**config.mk**
```make
export PLATFORM = sky130hd
export DESIGN_NAME = tag_sram
export DESIGN_NICKNAME = d
export VERILOG_FILES = /design/src/tag_sram.sv
export SDC_FILE = /design/constraint.sdc
export NUM_CORES = 1
export LEC_CHECK = 0
export ABC_AREA = 1
export BUFFER_PORTS_ARGS = -buffer_cell sky130_fd_sc_hd__buf_4
export CAP_MARGIN = 20
export CORE_MARGIN = 2
export CORE_UTILIZATION = 25
export DETAILED_ROUTE_END_ITERATION = 10
export PLACE_DENSITY = 0.38
export SLEW_MARGIN = 20
export SYNTH_ARGS = -nofsm -noshare
export SYNTH_HDL_FRONTEND = slang
export SYNTH_SLANG_ARGS = --single-unit
```
**constraint.sdc**
```tcl
create_clock -name clk_i -period 5.6 [get_ports clk_i]
set_clock_uncertainty 0.15 [all_clocks]
set_input_delay 1.12 -clock clk_i [delete_from_list [all_inputs] [get_ports clk_i]]
set_output_delay 1.12 -clock clk_i [all_outputs]
set_load 0.01 [all_outputs]
```
**src/tag_sram.sv**
```systemverilog
/* single-port tag sram, one way of one bank
   sync read, tag field in the array, valid bits in resettable flops */
`timescale 1ns/1ps

module tag_sram #(
  parameter int unsigned ADDR_BITS = 6,
  parameter int unsigned DATA_BITS = 21   // {tag, valid}
) (
  input  logic                 clk_i,
  input  logic                 reset_i,
  input  logic                 we_i,
  input  logic [ADDR_BITS-1:0] addr_i,
  input  logic [DATA_BITS-1:0] wdata_i,
  output logic [DATA_BITS-1:0] rdata_o
);

  localparam int unsigned DEPTH = 2 ** ADDR_BITS;

  logic [DATA_BITS-1:1] tag_mem [DEPTH];  // tag bits only
  logic [DEPTH-1:0]     valid_q;          // one valid per entry
  logic [DATA_BITS-1:1] rtag_q;
  logic                 rvalid_q;

  // tag array, read-before-write gives old word on collision
  always_ff @(posedge clk_i) begin
    if (we_i) begin
      tag_mem[addr_i] <= wdata_i[DATA_BITS-1:1];
    end
    rtag_q <= tag_mem[addr_i];
  end

  // valid bits, cleared by reset
  always_ff @(posedge clk_i) begin
    if (reset_i) begin
      valid_q  <= '0;
      rvalid_q <= 1'b0;
    end else begin
      if (we_i) begin
        valid_q[addr_i] <= wdata_i[0];
      end
      rvalid_q <= valid_q[addr_i];  // old value, same as the tag
    end
  end

  assign rdata_o = {rtag_q, rvalid_q};

endmodule : tag_sram

```
==> out/metrics.cfg <==
[timing]
fin_crit_ps = 3370
fin_crit_sh_pct = 60.1
setup_viol = 0
rsz0062_at_grt = no
tns_ps = 0
relSlewSlack_pct = 27.3
slew_viol_final = 0
worstMarginPinSlew_ps = 1090
hold_violations = 0
max_freq_mhz = 297

[die]
dieArea_um2 = 226000
ios = 51
die_h_um = 475
die_x_um = 475
core.rowCount = 172
initial_core_util_pct = 25.2
core_um2 = 220000

[placed_design]
dpl.hpwl_um = 101000
routabilityCongestion = 0.782
io_buffers = 50

[detailed_routing]
drt-initial-drc-count = 2653
antenna_left = 0
drcViolationCount = 0
wirelength_um = 182000
num_vias = 34400
first_pass_iters = 5
wire_per_inst_um = 23.1
routed_via_density = 4.37

[cts]
cts_buffers = 156
cts_buffer_depth = 3
cts_tree = built
cts_sinks = 1365
clk_pin_slew_ps = 60
cts-root-buf = clkbuf_16
post_cts_buffers = 0
clock_latency_ps = 810
post_cts_resized = 0
ctsHoldBuffers = 0
cts_max_level = 4

[setup_path]
worst_setup_path_start_kind = input pin
ff2ff_path_depth = 7
slowest_delay_ps = 660
path_delay_family = buffers and inverters
timing.critical_path.cells = buf_8, inv_8, buf_12, buf_4, o21ai_0, nand2_1, nor2_1, nor2_1, nor2_1, nand4_1
critical_path_class = input pin to register
critical_path.endpoint_type = register
arrival_ps = 3860
crit_path_frequent_cell = nor2_1
crit_buf_inv = 4
critPathMaxFanout = 87
cp_num_cells = 10
cpMaxStageDelayCell = nor2_1
crit_required_ps = 6100

[synthesis]
ys.warnings.count = 0
postSynthCellCount = 4736
netlist_area_um2 = 55500
yosysTopAreaCellShare_pct = 69.2
syn_nets = 4766
ys_seq_area_share_pct = 72.3
async_flop_share_pct = 0
synth_flop_cell = edfxtp_1
synth_cell_types = 25
netlist.top_cell.by_area = edfxtp_1
synth_edf_count = 1280
synth-seq-cells = 1365
netlist_top_cells_area = edfxtp_1, nor2_1, nand2_1, o211ai_1, dfxtp_1
syn_avg_cell_area_um2 = 11.7

[cells_and_area]
syn_to_final_growth_pct = 15.5
utilization_pct = 29.1
drive_above_1_share_pct = 11.6
fin_nets = 4805
nFillCells = 22500

[global_route]
grt_pass1_vias = 33700
grt_max_degree = 213
grt_pass1_wl_um = 259000
grtUsageTotal_pct = 16.0
gr-total-overflow = 0
antenna_found_initial = 14

[power_and_ir_drop]
power_per_cell_area_nw_per_um2 = 347
power.leakage_nw = 22.5
ir_worst_vdd_mv = 0.289

[flow_run]
drv_cap = 0

[worst_hold_path]
hold_class = register to register
hold_depth = 2

[run_status]
outcome = complete, no violations

[flip-flops by register name (all words and copies together), names as in the netlist]
register / cells
rvalid_q: 1
valid_q: 64
tag_mem: 1280
rtag_q: 20
[stage by stage]
stage	hold slack (ps)	std cells	total power, W	setup slack (ps)	cell area, um^2
5_1_grt	339	7861	0.0230	2130	64100
4_1_cts	321	7859	0.0226	2220	64100
3_5_place_dp	315	7575	0.0129	1350	59400
6_report	321	7867	0.0222	2230	64100
2_1_floorplan	295	4736	0.0121	2390	55500
3_3_place_gp	304	7575	0.0129	1350	59400
[cell families after synthesis]
group | share of synthesized area [%]
buffers and inverters | 5.20
AND/OR/NAND/NOR | 14.5
AO/OA/AOI/OAI | 8.02
flip-flops | 72.3
[worst register-to-register path, stage by stage, from the launching register on]
cell and delay [ps]:
edfxtp_1 340, or2_2 270, o211ai_1 80, nand2_1 100, nor2_1 190, nor2_1 80, nor2_1 660, nand4_1 140
[synthesized netlist by cell type (4+ instances only)]
library cell	number
nand4_1	28
or2_2	124
buf_1	4
nor3_1	19
nand2_1	731
or2_1	20
o211ai_1	304
a21oi_1	56
inv_2	19
clkbuf_1	85
dfxtp_1	85
buf_2	140
buf_4	26
inv_1	385
buf_6	12
o21ai_1	82
o211ai_2	8
edfxtp_1	1280
nand3_1	103
nor3_2	7
o21ai_0	274
nor2_1	941
[layer usage]
layer  GRT usage (%)  up-vias  wire [um]
met4            4.45        0       4270
li1                -    16400          -
met3            1.92      207       5490
met2            27.3      551      89900
met1            21.3    17300      82200
met5               0        -          0
[power by group]
part	internal, W	total [W]	switching, W
registers	0.0112	0.0113	0.0000751
logic	0.000290	0.00126	0.000973
clock network	0.00542	0.00964	0.00422
[worst paths after layout]
path / from / to / slack (ps)
min reg2reg: valid_q[27] / valid_q[27] / 320
max: addr_i[0] / rtag_q[18] / 2230
min: valid_q[27] / valid_q[27] / 320
max reg2reg: tag_mem[28][9] / rtag_q[10] / 3430
[cell usage in the layout, fill, tap and decap left out, types with 20 or more instances in the layout]
cell type  count
a21oi_1       56
buf_4        134
clkbuf_1      64
clkbuf_16    159
clkinv_1      27
dfxtp_1       85
edfxtp_1    1280
inv_1        385
nand2_1      730
nand3_1      103
nand4_1       28
nor2_1       875
nor2_2        60
o211ai_1     304
o21ai_0      274
o21ai_1       82
or2_1         20
or2_2        124
[layout make-up]
class | count | area, um^2 | share of cell area (%)
flip-flops and latches | 1365 | 40100 | 62.6
multi-input cells | 2699 | 12700 | 19.8
clock buffers | 228 | 4290 | 6.69
well taps | 2958 | 3700 | 5.77
inverters | 404 | 1520 | 2.38
repair buffers | 149 | 1300 | 2.03
clock inverters | 56 | 427 | 0.666
diodes | 8 | 20.0 | 0.0312
Power figures use the tool's default switching activity.
