$ cat src/cache_cfg_pkg.sv
/* icache tag geometry
   way/bank counts and how a line address splits into tag, set and bank */
package cache_cfg_pkg;

  // organisation
  localparam int unsigned NUM_WAYS  = 4;
  localparam int unsigned NUM_BANKS = 4;

  // address fields, low to high: bank, set, tag
  localparam int unsigned BANK_BITS = $clog2(NUM_BANKS);  // 2
  localparam int unsigned SET_BITS  = 6;                  // sets per bank, log2
  localparam int unsigned TAG_BITS  = 20;

  localparam int unsigned LINE_ADDR_BITS = TAG_BITS + SET_BITS + BANK_BITS;  // 28

  // lsb of each field inside the line address
  // bank sits at the bottom so sequential lines spread over banks
  localparam int unsigned BANK_LSB = 0;
  localparam int unsigned SET_LSB  = BANK_LSB + BANK_BITS;
  localparam int unsigned TAG_LSB  = SET_LSB + SET_BITS;

endpackage : cache_cfg_pkg

$ cat src/tag_types_pkg.sv
/* icache tag lookup types
   write opcode plus request, bank control, lookup record and response structs */
package tag_types_pkg;

  // refill opcode
  typedef enum logic {
    TAG_OP_FILL  = 1'b0,  // write tag, set valid
    TAG_OP_INVAL = 1'b1   // clear valid
  } tag_op_e;

  // two-line fetch lookup, single-cycle strobe (57b)
  typedef struct packed {
    logic                                     valid;
    logic [cache_cfg_pkg::LINE_ADDR_BITS-1:0] addr_a;
    logic [cache_cfg_pkg::LINE_ADDR_BITS-1:0] addr_b;
  } lookup_req_t;

  // refill write request (34b)
  typedef struct packed {
    logic                                     valid;
    tag_op_e                                  op;
    logic [cache_cfg_pkg::NUM_WAYS-1:0]       way_mask;
    logic [cache_cfg_pkg::LINE_ADDR_BITS-1:0] addr;
  } tag_wr_req_t;

  // per bank sram control, shared by all ways of the bank (28b)
  typedef struct packed {
    logic                               we;
    logic [cache_cfg_pkg::SET_BITS-1:0] addr;
    logic [cache_cfg_pkg::TAG_BITS:0]   wdata;  // {tag, valid}
  } bank_ctrl_t;

  // registered lookup record, one per port (23b)
  typedef struct packed {
    logic                                served;  // port won its bank
    logic [cache_cfg_pkg::BANK_BITS-1:0] bank;
    logic [cache_cfg_pkg::TAG_BITS-1:0]  tag;     // compare tag
  } lookup_meta_t;

  // per port result (6b)
  typedef struct packed {
    logic                               ok;   // lookup was served
    logic                               hit;
    logic [cache_cfg_pkg::NUM_WAYS-1:0] way;  // one-hot hit way
  } lookup_resp_t;

endpackage : tag_types_pkg

$ cat src/tag_hit_compare.sv
/* tag hit stage
   picks each way's word from the recorded bank and compares it per port */
`timescale 1ns/1ps

module tag_hit_compare (
  input  tag_types_pkg::lookup_meta_t meta_a_i,
  input  tag_types_pkg::lookup_meta_t meta_b_i,
  input  logic                        meta_valid_i,
  input  logic [cache_cfg_pkg::NUM_WAYS-1:0][cache_cfg_pkg::NUM_BANKS-1:0]
               [cache_cfg_pkg::TAG_BITS:0] rd_i,  // {tag, valid} per way, bank
  output logic                        resp_valid_o,
  output tag_types_pkg::lookup_resp_t resp_a_o,
  output tag_types_pkg::lookup_resp_t resp_b_o
);

  localparam int unsigned NUM_WAYS  = cache_cfg_pkg::NUM_WAYS;
  localparam int unsigned NUM_BANKS = cache_cfg_pkg::NUM_BANKS;
  localparam int unsigned TAG_BITS  = cache_cfg_pkg::TAG_BITS;

  // one port's compare; both ports share it
  function automatic tag_types_pkg::lookup_resp_t port_resp(
    input tag_types_pkg::lookup_meta_t                             meta,
    input logic [NUM_WAYS-1:0][NUM_BANKS-1:0][TAG_BITS:0]          rd
  );
    logic [TAG_BITS:0]           word;
    logic [NUM_WAYS-1:0]         match;
    tag_types_pkg::lookup_resp_t resp;

    for (int w = 0; w < NUM_WAYS; w++) begin
      word     = rd[w][meta.bank];                              // bank mux
      match[w] = word[0] && (word[TAG_BITS:1] == meta.tag);     // valid and tag equal
    end

    resp.ok  = meta.served;            // lost arbitration -> not ok
    resp.hit = meta.served && (|match);
    // a multi-way fill can leave duplicate tags,
    // keep only the lowest matching way so the result stays one-hot
    resp.way = meta.served ? (match & (~match + NUM_WAYS'(1))) : '0;
    return resp;
  endfunction

  assign resp_valid_o = meta_valid_i;  // one cycle after the strobe
  assign resp_a_o     = port_resp(meta_a_i, rd_i);
  assign resp_b_o     = port_resp(meta_b_i, rd_i);

endmodule : tag_hit_compare

$ cat config.mk
export PLATFORM = sky130hd
export DESIGN_NAME = tag_hit_compare
export DESIGN_NICKNAME = d
export VERILOG_FILES = /design/src/cache_cfg_pkg.sv /design/src/tag_types_pkg.sv /design/src/tag_hit_compare.sv
export SDC_FILE = /design/constraint.sdc
export NUM_CORES = 1
export LEC_CHECK = 0
export BUFFER_PORTS_ARGS = -buffer_cell sky130_fd_sc_hd__clkbuf_2
export CAP_MARGIN = 30
export CELL_PAD_IN_SITES_DETAIL_PLACEMENT = 2
export CELL_PAD_IN_SITES_GLOBAL_PLACEMENT = 2
export CORE_UTILIZATION = 26
export DETAILED_ROUTE_END_ITERATION = 10
export PLACE_DENSITY = 0.89
export SYNTH_ARGS = -nofsm -noshare
export SYNTH_HDL_FRONTEND = slang
export SYNTH_SLANG_ARGS = --single-unit
$ cat constraint.sdc
create_clock -name vclk -period 4
set_clock_uncertainty 0.05 [all_clocks]
set_input_delay 0.8 -clock vclk [all_inputs]
set_output_delay 0.8 -clock vclk [all_outputs]
set_load 0.02 [all_outputs]
==> flow_metrics.env <==
export IMPL_viasPerCell=6.00
export IMPL_min_from="meta_valid_i"
export IMPL_syn_cell_area_sq_mm=0.00674
export IMPL_utilization=0.399
export IMPL_dr_first_iter_drc_count=561
export IMPL_die_h_microns=163
export IMPL_cp_max_fo=6
export IMPL_grt_max_degree=32
export IMPL_grt_overflow=0
export IMPL_power_density_mw_per_mm2=134
export IMPL_worst_pin_slew_ns=0.474
export IMPL_gp_congestion=0.916
export IMPL_cap_violations=0
export IMPL_routed_wl_mm=46.2
export IMPL_status="finished, final reports clean"
export IMPL_seqCellArea_sq_um=0
export IMPL_dp_hpwl_mm=39.3
export IMPL_nClkBuffers=0
export IMPL_cts_hold_buffers=0
export IMPL_p_leak_nw=4.60
export IMPL_fill_cells=2802
export IMPL_seq_cells=0
export IMPL_dp_slack_ns=-0.589
export IMPL_wl_per_cell_microns=32.5
export IMPL_grtUsageTotal=0.334
export IMPL_hold_path_class="primary input to output pin"
export IMPL_finalPower_mw=1.35
export IMPL_critPathArrivalTime_ns=3.13
export IMPL_min_path_cells=0
export IMPL_fmax_mhz=251
export IMPL_drtPass1Iterations=5
export IMPL_startpoint_type="primary input"
export IMPL_antenna_left=0
export IMPL_fp_dieW_microns=163
export IMPL_setup_viol=0
export IMPL_synth_fp_nets=1049
export IMPL_hold_viol_final=0
export IMPL_rows=58
export IMPL_ys_warn_count=0
export IMPL_grt_antenna_before_repair=2
export IMPL_avgSynthCellArea_sq_um=10.1
export IMPL_area_delta_synth_final_pct=49.9
export IMPL_via_count=8525
export IMPL_yosysSeqAreaShare=0
export IMPL_worstHoldEndpoint="resp_valid_o"
export IMPL_worstPathRequired_ns=3.15
export IMPL_die_area_sq_mm=0.0266
export IMPL_synth_cell_types=57
export IMPL_relSlewSlack=0.680
export IMPL_grt_pass1_wl_mm=63.7
export IMPL_port_buffers=394
export IMPL_finalWorstSetupSlack_ns=0.0174
export IMPL_ir_drop_uv=65.7
export IMPL_finalHoldWorstSlack_ns=1.55
export IMPL_rsz0062_at_grt="true"
export IMPL_grt_pass1_vias=9531
export IMPL_initial_core_util=0.266
export IMPL_period_needed_ns=3.98
export IMPL_crit_type="primary input to output pin"
export IMPL_maxSlewViolCount=0
export IMPL_boundaryPins=396
export IMPL_syn_instance_count=666
export IMPL_final_nets=1476
export IMPL_drive_gt1_frac=0.588
export IMPL_fin_crit_sh=0.996
export IMPL_core_sq_mm=0.0253
export IMPL_setup_worst_path_end_class="output pin"
export IMPL_drc=0
[metal layers]
layer	GRT usage	wire length [microns]	share of wire
met1	0.381	17100	0.37
met2	0.627	23900	0.52
met3	0.0373	2930	0.064
met4	0.133	2240	0.049
met5	0	17	0.00037
[what timing repair did]
| item | 4_1_cts | 5_1_grt |
|---|---|---|
| setup buffers | 5 | 10 |
| endpoints found under the setup margin | 10 | 9 |
| pin swaps | 7 | 12 |
| gates cloned | 4 | 3 |
| resized for setup | 38 | 36 |
[per-stage QoR]
step | instance area (sq um) | TNS (ns) | std cells
after global routing | 10100 | -0.125 | 1421
final | 10100 | 0 | 1422
after floorplan | 6740 | 0 | 666
after global placement | 9460 | -2.93 | 1399
after detailed placement | 9460 | -3.80 | 1399
after CTS | 9820 | -0.00326 | 1408
[cells by family (layout without fill, tap and decap cells)]
group,count (synthesis),in the layout,synth area share
AND/OR/NAND/NOR,111,111,0.0911
buffers and inverters,87,512,0.0663
XOR/XNOR,158,158,0.205
multiplexers,211,211,0.532
other,0,1,0
AO/OA/AOI/OAI,99,99,0.105
[worst max-delay path, stage by stage]
cell and delay, ns:
buf_16 0.11, buf_4 0.12, mux4_2 0.50, xor2_1 0.18, nor4_2 0.30, nand2_1 0.14, or4_4 0.60, nand3_4 0.10
a21bo_1 0.14, buf_6 0.12
[cell usage in the layout (no fill, tap or decap), types with 6 or more instances in the layout]
cell,instances
mux2i_1,87
clkbuf_2,384
buf_4,84
buf_6,7
nand3_1,8
nor4_2,7
xnor2_1,73
buf_16,6
o211ai_1,6
nor4_1,10
nor2_1,21
mux4_1,7
inv_1,12
a211oi_1,7
a21oi_1,20
o21ai_0,14
nand2_1,16
buf_12,7
mux4_2,107
nand4_1,15
xor2_1,80
nor2b_1,9
[how the worst max path moves through the flow]
stage | from | end | slack (ns) | cells past startpoint
2_1_floorplan | meta_a_i[20] | resp_a_o[2] | 0.18 | 9
4_1_cts | meta_b_i[20] | resp_b_o[4] | -0.003 | 10
3_5_place_dp | meta_b_i[20] | resp_b_o[4] | -0.59 | 10
3_3_place_gp | meta_b_i[20] | resp_b_o[4] | -0.56 | 10
5_1_grt | meta_a_i[20] | resp_a_o[4] | -0.06 | 11
6_report | meta_a_i[20] | resp_a_o[4] | 0.02 | 10
[layout make-up]
| cell class | instances | area [sq um] | share of cell area |
|---|---|---|---|
| multi-input cells | 579 | 6460 | 0.639 |
| well taps | 330 | 413 | 0.0409 |
| diodes | 1 | 2.50 | 0.000248 |
| inverters | 13 | 48.8 | 0.00483 |
| repair buffers | 499 | 3180 | 0.315 |
[synth_stat cells, types with 6 or more instances]
cell	number	area, sq um
inv_1	12	45.0
nand3_1	9	45.0
a211oi_1	7	52.6
o2111ai_1	6	52.6
mux4_2	103	2320
nor2b_1	9	56.3
buf_2	29	145
nor4_1	17	106
o21ai_0	14	70.1
clkbuf_1	15	56.3
nand4_1	15	93.8
mux4_1	11	289
nor2_1	22	82.6
buf_1	13	48.8
o211ai_1	6	45.0
xnor2_1	78	683
a21oi_1	20	100
buf_4	14	105
nand2_1	16	60.1
xor2_1	80	701
mux2i_1	92	921
[where the power goes]
group | leakage, nW | total [mW] | internal (mW) | switching (mW)
Clock | 0.00000634 | 0.0000000335 | 0.0000000335 | 0
Sequential | 0 | 0 | 0 | 0
Combinational | 4.60 | 1.35 | 0.659 | 0.694
No activity file was read; power rests on OpenSTA's default activity.
