### config.mk
export PLATFORM = sky130hd
export DESIGN_NAME = tag_bank_arbiter
export DESIGN_NICKNAME = d
export VERILOG_FILES = /design/src/cache_cfg_pkg.sv /design/src/tag_types_pkg.sv /design/src/tag_bank_arbiter.sv
export SDC_FILE = /design/constraint.sdc
export NUM_CORES = 1
export LEC_CHECK = 0
export BUFFER_PORTS_ARGS = -buffer_cell sky130_fd_sc_hd__buf_2
export CORE_AREA = 5 5 95 97
export CTS_CLUSTER_DIAMETER = 150
export DETAILED_ROUTE_END_ITERATION = 6
export DIE_AREA = 0 0 100 102
export PLACE_DENSITY = 0.8
export SETUP_SLACK_MARGIN = 0.15
export SKIP_CTS_REPAIR_TIMING = 1
export SYNTH_ARGS = -nofsm -noshare
export SYNTH_HDL_FRONTEND = slang
export SYNTH_SLANG_ARGS = --single-unit
### constraint.sdc
create_clock -name clk_i -period 2.2 [get_ports clk_i]
set_input_delay 0.33 -clock clk_i [delete_from_list [all_inputs] [get_ports clk_i]]
set_output_delay 0.33 -clock clk_i [all_outputs]
set_load 0.01 [all_outputs]
### src/cache_cfg_pkg.sv
/* icache tag geometry
   way/bank counts and how a line address splits into tag, set and bank */
package cache_cfg_pkg;

  // organisation
  localparam int unsigned NUM_WAYS  = 4;
  localparam int unsigned NUM_BANKS = 4;

  // address fields, low to high: bank, set, tag
  localparam int unsigned BANK_BITS = $clog2(NUM_BANKS);  // 2
  localparam int unsigned SET_BITS  = 6;                  // sets per bank, log2
  localparam int unsigned TAG_BITS  = 20;

  localparam int unsigned LINE_ADDR_BITS = TAG_BITS + SET_BITS + BANK_BITS;  // 28

  // lsb of each field inside the line address
  // bank sits at the bottom so sequential lines spread over banks
  localparam int unsigned BANK_LSB = 0;
  localparam int unsigned SET_LSB  = BANK_LSB + BANK_BITS;
  localparam int unsigned TAG_LSB  = SET_LSB + SET_BITS;

endpackage : cache_cfg_pkg

### src/tag_types_pkg.sv
/* icache tag lookup types
   write opcode plus request, bank control, lookup record and response structs */
package tag_types_pkg;

  // refill opcode
  typedef enum logic {
    TAG_OP_FILL  = 1'b0,  // write tag, set valid
    TAG_OP_INVAL = 1'b1   // clear valid
  } tag_op_e;

  // two-line fetch lookup, single-cycle strobe (57b)
  typedef struct packed {
    logic                                     valid;
    logic [cache_cfg_pkg::LINE_ADDR_BITS-1:0] addr_a;
    logic [cache_cfg_pkg::LINE_ADDR_BITS-1:0] addr_b;
  } lookup_req_t;

  // refill write request (34b)
  typedef struct packed {
    logic                                     valid;
    tag_op_e                                  op;
    logic [cache_cfg_pkg::NUM_WAYS-1:0]       way_mask;
    logic [cache_cfg_pkg::LINE_ADDR_BITS-1:0] addr;
  } tag_wr_req_t;

  // per bank sram control, shared by all ways of the bank (28b)
  typedef struct packed {
    logic                               we;
    logic [cache_cfg_pkg::SET_BITS-1:0] addr;
    logic [cache_cfg_pkg::TAG_BITS:0]   wdata;  // {tag, valid}
  } bank_ctrl_t;

  // registered lookup record, one per port (23b)
  typedef struct packed {
    logic                                served;  // port won its bank
    logic [cache_cfg_pkg::BANK_BITS-1:0] bank;
    logic [cache_cfg_pkg::TAG_BITS-1:0]  tag;     // compare tag
  } lookup_meta_t;

  // per port result (6b)
  typedef struct packed {
    logic                               ok;   // lookup was served
    logic                               hit;
    logic [cache_cfg_pkg::NUM_WAYS-1:0] way;  // one-hot hit way
  } lookup_resp_t;

endpackage : tag_types_pkg

### src/tag_bank_arbiter.sv
/* tag bank arbiter
   routes each single-port bank to write, then A, then B; records who got served */
`timescale 1ns/1ps

module tag_bank_arbiter (
  input  logic                                                       clk_i,
  input  logic                                                       reset_i,
  input  tag_types_pkg::lookup_req_t                                 lookup_i,
  input  tag_types_pkg::tag_wr_req_t                                 wr_i,
  output tag_types_pkg::bank_ctrl_t [cache_cfg_pkg::NUM_BANKS-1:0]   bank_ctrl_o,
  output logic [cache_cfg_pkg::NUM_WAYS-1:0]                         way_we_o,
  output tag_types_pkg::lookup_meta_t                                meta_a_o,
  output tag_types_pkg::lookup_meta_t                                meta_b_o,
  output logic                                                       meta_valid_o
);

  localparam int unsigned BANK_BITS = cache_cfg_pkg::BANK_BITS;
  localparam int unsigned SET_BITS  = cache_cfg_pkg::SET_BITS;
  localparam int unsigned TAG_BITS  = cache_cfg_pkg::TAG_BITS;
  localparam int unsigned SET_LSB   = cache_cfg_pkg::SET_LSB;
  localparam int unsigned TAG_LSB   = cache_cfg_pkg::TAG_LSB;

  // address fields
  logic [BANK_BITS-1:0] bank_a, bank_b, bank_w;
  logic [SET_BITS-1:0]  set_a, set_b, set_w;
  logic [TAG_BITS-1:0]  tag_a, tag_b, tag_w;

  logic                 wvalid;         // valid bit written by the refill
  logic                 grant_a, grant_b;

  // registered lookup record
  logic                 served_a_q, served_b_q;
  logic [BANK_BITS-1:0] bank_a_q, bank_b_q;
  logic [TAG_BITS-1:0]  tag_a_q, tag_b_q;

  assign bank_a = lookup_i.addr_a[cache_cfg_pkg::BANK_LSB +: BANK_BITS];
  assign set_a  = lookup_i.addr_a[SET_LSB +: SET_BITS];
  assign tag_a  = lookup_i.addr_a[TAG_LSB +: TAG_BITS];
  assign bank_b = lookup_i.addr_b[cache_cfg_pkg::BANK_LSB +: BANK_BITS];
  assign set_b  = lookup_i.addr_b[SET_LSB +: SET_BITS];
  assign tag_b  = lookup_i.addr_b[TAG_LSB +: TAG_BITS];
  assign bank_w = wr_i.addr[cache_cfg_pkg::BANK_LSB +: BANK_BITS];
  assign set_w  = wr_i.addr[SET_LSB +: SET_BITS];
  assign tag_w  = wr_i.addr[TAG_LSB +: TAG_BITS];

  assign wvalid = (wr_i.op == tag_types_pkg::TAG_OP_FILL);  // inval writes valid=0

  // write always wins; B also yields to A on a shared bank
  assign grant_a = lookup_i.valid && !(wr_i.valid && (bank_w == bank_a));
  assign grant_b = lookup_i.valid && !(wr_i.valid && (bank_w == bank_b))
                   && (bank_b != bank_a);

  assign way_we_o = wr_i.valid ? wr_i.way_mask : '0;  // qualified with bank we at the top

  // per bank address mux, idle banks park at set 0
  always_comb begin
    for (int b = 0; b < cache_cfg_pkg::NUM_BANKS; b++) begin
      bank_ctrl_o[b] = '0;
      if (wr_i.valid && (bank_w == BANK_BITS'(b))) begin
        bank_ctrl_o[b].we    = 1'b1;
        bank_ctrl_o[b].addr  = set_w;
        bank_ctrl_o[b].wdata = {tag_w, wvalid};
      end else if (grant_a && (bank_a == BANK_BITS'(b))) begin
        bank_ctrl_o[b].addr = set_a;   // read for A
      end else if (grant_b && (bank_b == BANK_BITS'(b))) begin
        bank_ctrl_o[b].addr = set_b;   // read for B
      end
    end
  end

  // control flags, same edge as the sram read
  always_ff @(posedge clk_i) begin
    if (reset_i) begin
      meta_valid_o <= 1'b0;
      served_a_q   <= 1'b0;
      served_b_q   <= 1'b0;
    end else begin
      meta_valid_o <= lookup_i.valid;
      served_a_q   <= grant_a;
      served_b_q   <= grant_b;
    end
  end

  // payload, only meaningful while served
  always_ff @(posedge clk_i) begin
    bank_a_q <= bank_a;
    bank_b_q <= bank_b;
    tag_a_q  <= tag_a;
    tag_b_q  <= tag_b;
  end

  assign meta_a_o = '{served: served_a_q, bank: bank_a_q, tag: tag_a_q};
  assign meta_b_o = '{served: served_b_q, bank: bank_b_q, tag: tag_b_q};

endmodule : tag_bank_arbiter

==> summary.md <==
| Metric | Value |
|---|---|
| Dpl cells | approximately 600 |
| Area of the multi-input gates | 1250 um^2 |
| Status | complete, no violations |
| Critical Path AT | 1.68 ns |
| Synth Instances | ~240 |
| Power per Cell Area | 540 nW/um^2 |
| Data required time of the worst path | ~1.9 ns |
| RSZ-0062 raised after global routing | true |
| Switching Power | approximately 540 uW |
| Mapped Avg Cell Area | between 9 and 10 um^2 |
| WL per Instance | roughly 17 um |
| Max incr delay on CP | around 0.35 ns |
| Post-synthesis net count | around 340 |
| Crit path cell chain | buf_2, xnor2_2, a32o_2, nor4_4, buf_6, a221o_1, buf_6 |
| # fillers | about 750 |
| Leakage | between 0.002 and 0.0025 uW |
| N_diodes | 0 |
| CTS clk-pin slew, worst paths | 0.08 ns |
| Most used cell, CP | buf_6 |
| Layout cells sized above 1 | 0.582 |
| Initial Utilization | 0.276 |
| Mapped cell area | between 2000 and 2500 um^2 |
| Worst path bufs/invs | 3 |
| Die height | a little over 100 um |
| Num CTS Buffers | 5 |
| Slew headroom | 0.760 |
| Delay-heaviest family, CP | compound AO/OA/AOI/OAI gates |
| Input/output buffers | roughly 260 |
| Max Clk Rate | between 0.4 and 0.5 GHz |
| Via count of the first global-routing pass | a little under 3,000 |
| Final Hold Fails | 0 |
| Critical Setup Path Class | in2out |
| H-tree depth | 2 |
| Reg power frac | 0.424 |
| Switching Fraction | 0.253 |
| Clock Tree Buf Depth | 2 |
| Post-synth top area share | 0.424 |
| Die span in x | around 100 um |
| Final min period | between 2 and 2.5 ns |
| Fin. max-slew vios | 0 |
| Core area | between 8000 and 9000 um^2 |
| Nature of the critical path startpoint | primary input |
| Clock Sinks | 47 |
| Via Count | 2,850 |
| Critical Path Fanout Max | 6 |
| Slew @ Worst Pin | between 0.3 and 0.4 ns |
| Slowest cell on crit path | a32o_2 |
| Reg area | 941 um^2 |
| Tcrit/Tclk final | 0.913 |
| Number of detailed-route iterations in the first pass | 4 |
| Setup Viol. Count Final | 0 |
| Combinational power share | 0.244 |
| Util after Layout | 0.493 |
| Hold crit path type | in2reg |
| 1st-iter DRT viols | 84 |
| Post-synthesis sequential area ratio | 0.424 |
| Initial antenna violation count | 0 |
| Internal power | about 1600 uW |
| Root buffer cell | clkbuf_8 |
| CTS tree | yes |
| Maxcap violations | 0 |
| Total gr overflow | 0 |
| Clk pwr share | 0.332 |
| CP Capture Type | primary output |
| Total DRC errors in the routed layout | 0 |
| Seq cells post-synth | between 40 and 50 |
| Synth-to-layout area growth | 78.6% |
| DP HPWL | approximately 8500 um |
| # rows | 33 |
| Largest net degree at the start of global routing | 35 |
| Gr usage total | 0.183 |
| Vias per std cell | 4.64 |
| Peak supply drop | ~0.28 mV |
| Yosys top cell by area | dfxtp_1 |
| Synth unique cells | 28 |
| Finished Layout Cells | just over 600 |
| Final GP Congestion | approximately 0.85 |
| First-pass GRT wire length | between 10,000 and 15,000 um |
| Synth warnings | 0 |
| Nets@finish | 601 |
| Area contributors post-synth | dfxtp_1 (42%), and2_1 (24%), a221o_1 (11%) |
| Post-route ant nets | 0 |
| I/O pin cnt | ~260 |
| Drt total wl | around 10,000 um |
| Die ar. | approximately 10,000 um^2 |
## placed cells by master, fill, tap and decap left out, drive strengths merged, types with 2 or more instances in the layout
cell type and n:
and3b 2, xnor2 6, inv 3, buf 274, nor3b 2, dfxtp 47
clkbuf 6, nand2 14, bufinv 2, nand2b 2, a221o 24, nor3 3
and3 13, nor2 16, and2 84, nor4 2
## path summary, 6_finish.rpt
| check | start | endpoint | cells past startpoint |
|---|---|---|---|
| max | wr_i[1] | bank_ctrl_o[50] | 7 |
| min | lookup_i[50] | tag_a_q[14] | 1 |
## logic make-up (layout without fill, tap and decap cells)
family | after synthesis | in the layout | share of synthesized area
simple gates | 144 | 144 | 0.395
flops | 47 | 47 | 0.424
compound gates | 26 | 26 | 0.116
buf+inv | 21 | 286 | 0.0411
xor+xnor | 6 | 6 | 0.0237
## power groups by stage
stage / sequential [uW] / clock, uW / combinational [uW]
2_1_floorplan: 952 / 0 / 186
3_3_place_gp: 926 / 0 / 481
3_5_place_dp: 927 / 0 / 491
4_1_cts: 907 / 728 / 494
5_1_grt: 911 / 762 / 565
6_report: 907 / 711 / 522
## state kept, by name, indices dropped and copies added, names as in the netlist
signal        count
tag_b_q          20
bank_b_q          2
served_b_q        1
tag_a_q          20
bank_a_q          2
served_a_q        1
meta_valid_o      1
## cell usage after synthesis, drive strengths merged
| library cell | count |
|---|---|
| or3b | 1 |
| dfxtp | 47 |
| nand2 | 14 |
| a221o | 24 |
| xnor2 | 6 |
| nor3 | 3 |
| a32o | 1 |
| nand4b | 1 |
| nand3 | 1 |
| nor3b | 2 |
| and2 | 84 |
| nand2b | 2 |
| or3 | 1 |
| buf | 6 |
| clkbuf | 11 |
| nor4 | 2 |
| or2 | 1 |
| inv | 3 |
| a31oi | 1 |
| and3 | 13 |
| nor2 | 16 |
| clkinv | 1 |
| nor2b | 1 |
| and3b | 2 |
## metrics by stage
stage | setup slack, ns | cell area, um^2 | TNS (ns) | hold WS, ns | power, uW
floorplan | 0.349 | 2220 | 0 | 0.358 | 1140
global placement | -0.000298 | 3680 | -0.000298 | 0.433 | 1410
detailed placement | -0.0548 | 3680 | -0.0689 | 0.435 | 1420
CTS | -0.0662 | 3810 | -0.0994 | 0.132 | 2130
global route | 0.136 | 3970 | 0 | 0.124 | 2240
finish | 0.192 | 3970 | 0 | 0.140 | 2140
## metal layers
metal  up-vias  track usage  share of wire
met4         0       0.0539          0.015
met2       175        0.346           0.52
met5         -            0              0
met3        15       0.0642           0.12
met1      1311        0.191           0.34
li1       1349            -              -
## layout make-up
type | count | area share
well taps | 105 | 0.0331
clock inverters | 2 | 0.0151
repair buffers | 274 | 0.378
clock buffers | 6 | 0.0183
inverters | 4 | 0.00379
multi-input cells | 176 | 0.315
flip-flops and latches | 47 | 0.237
(Power assumes the default switching activity.)
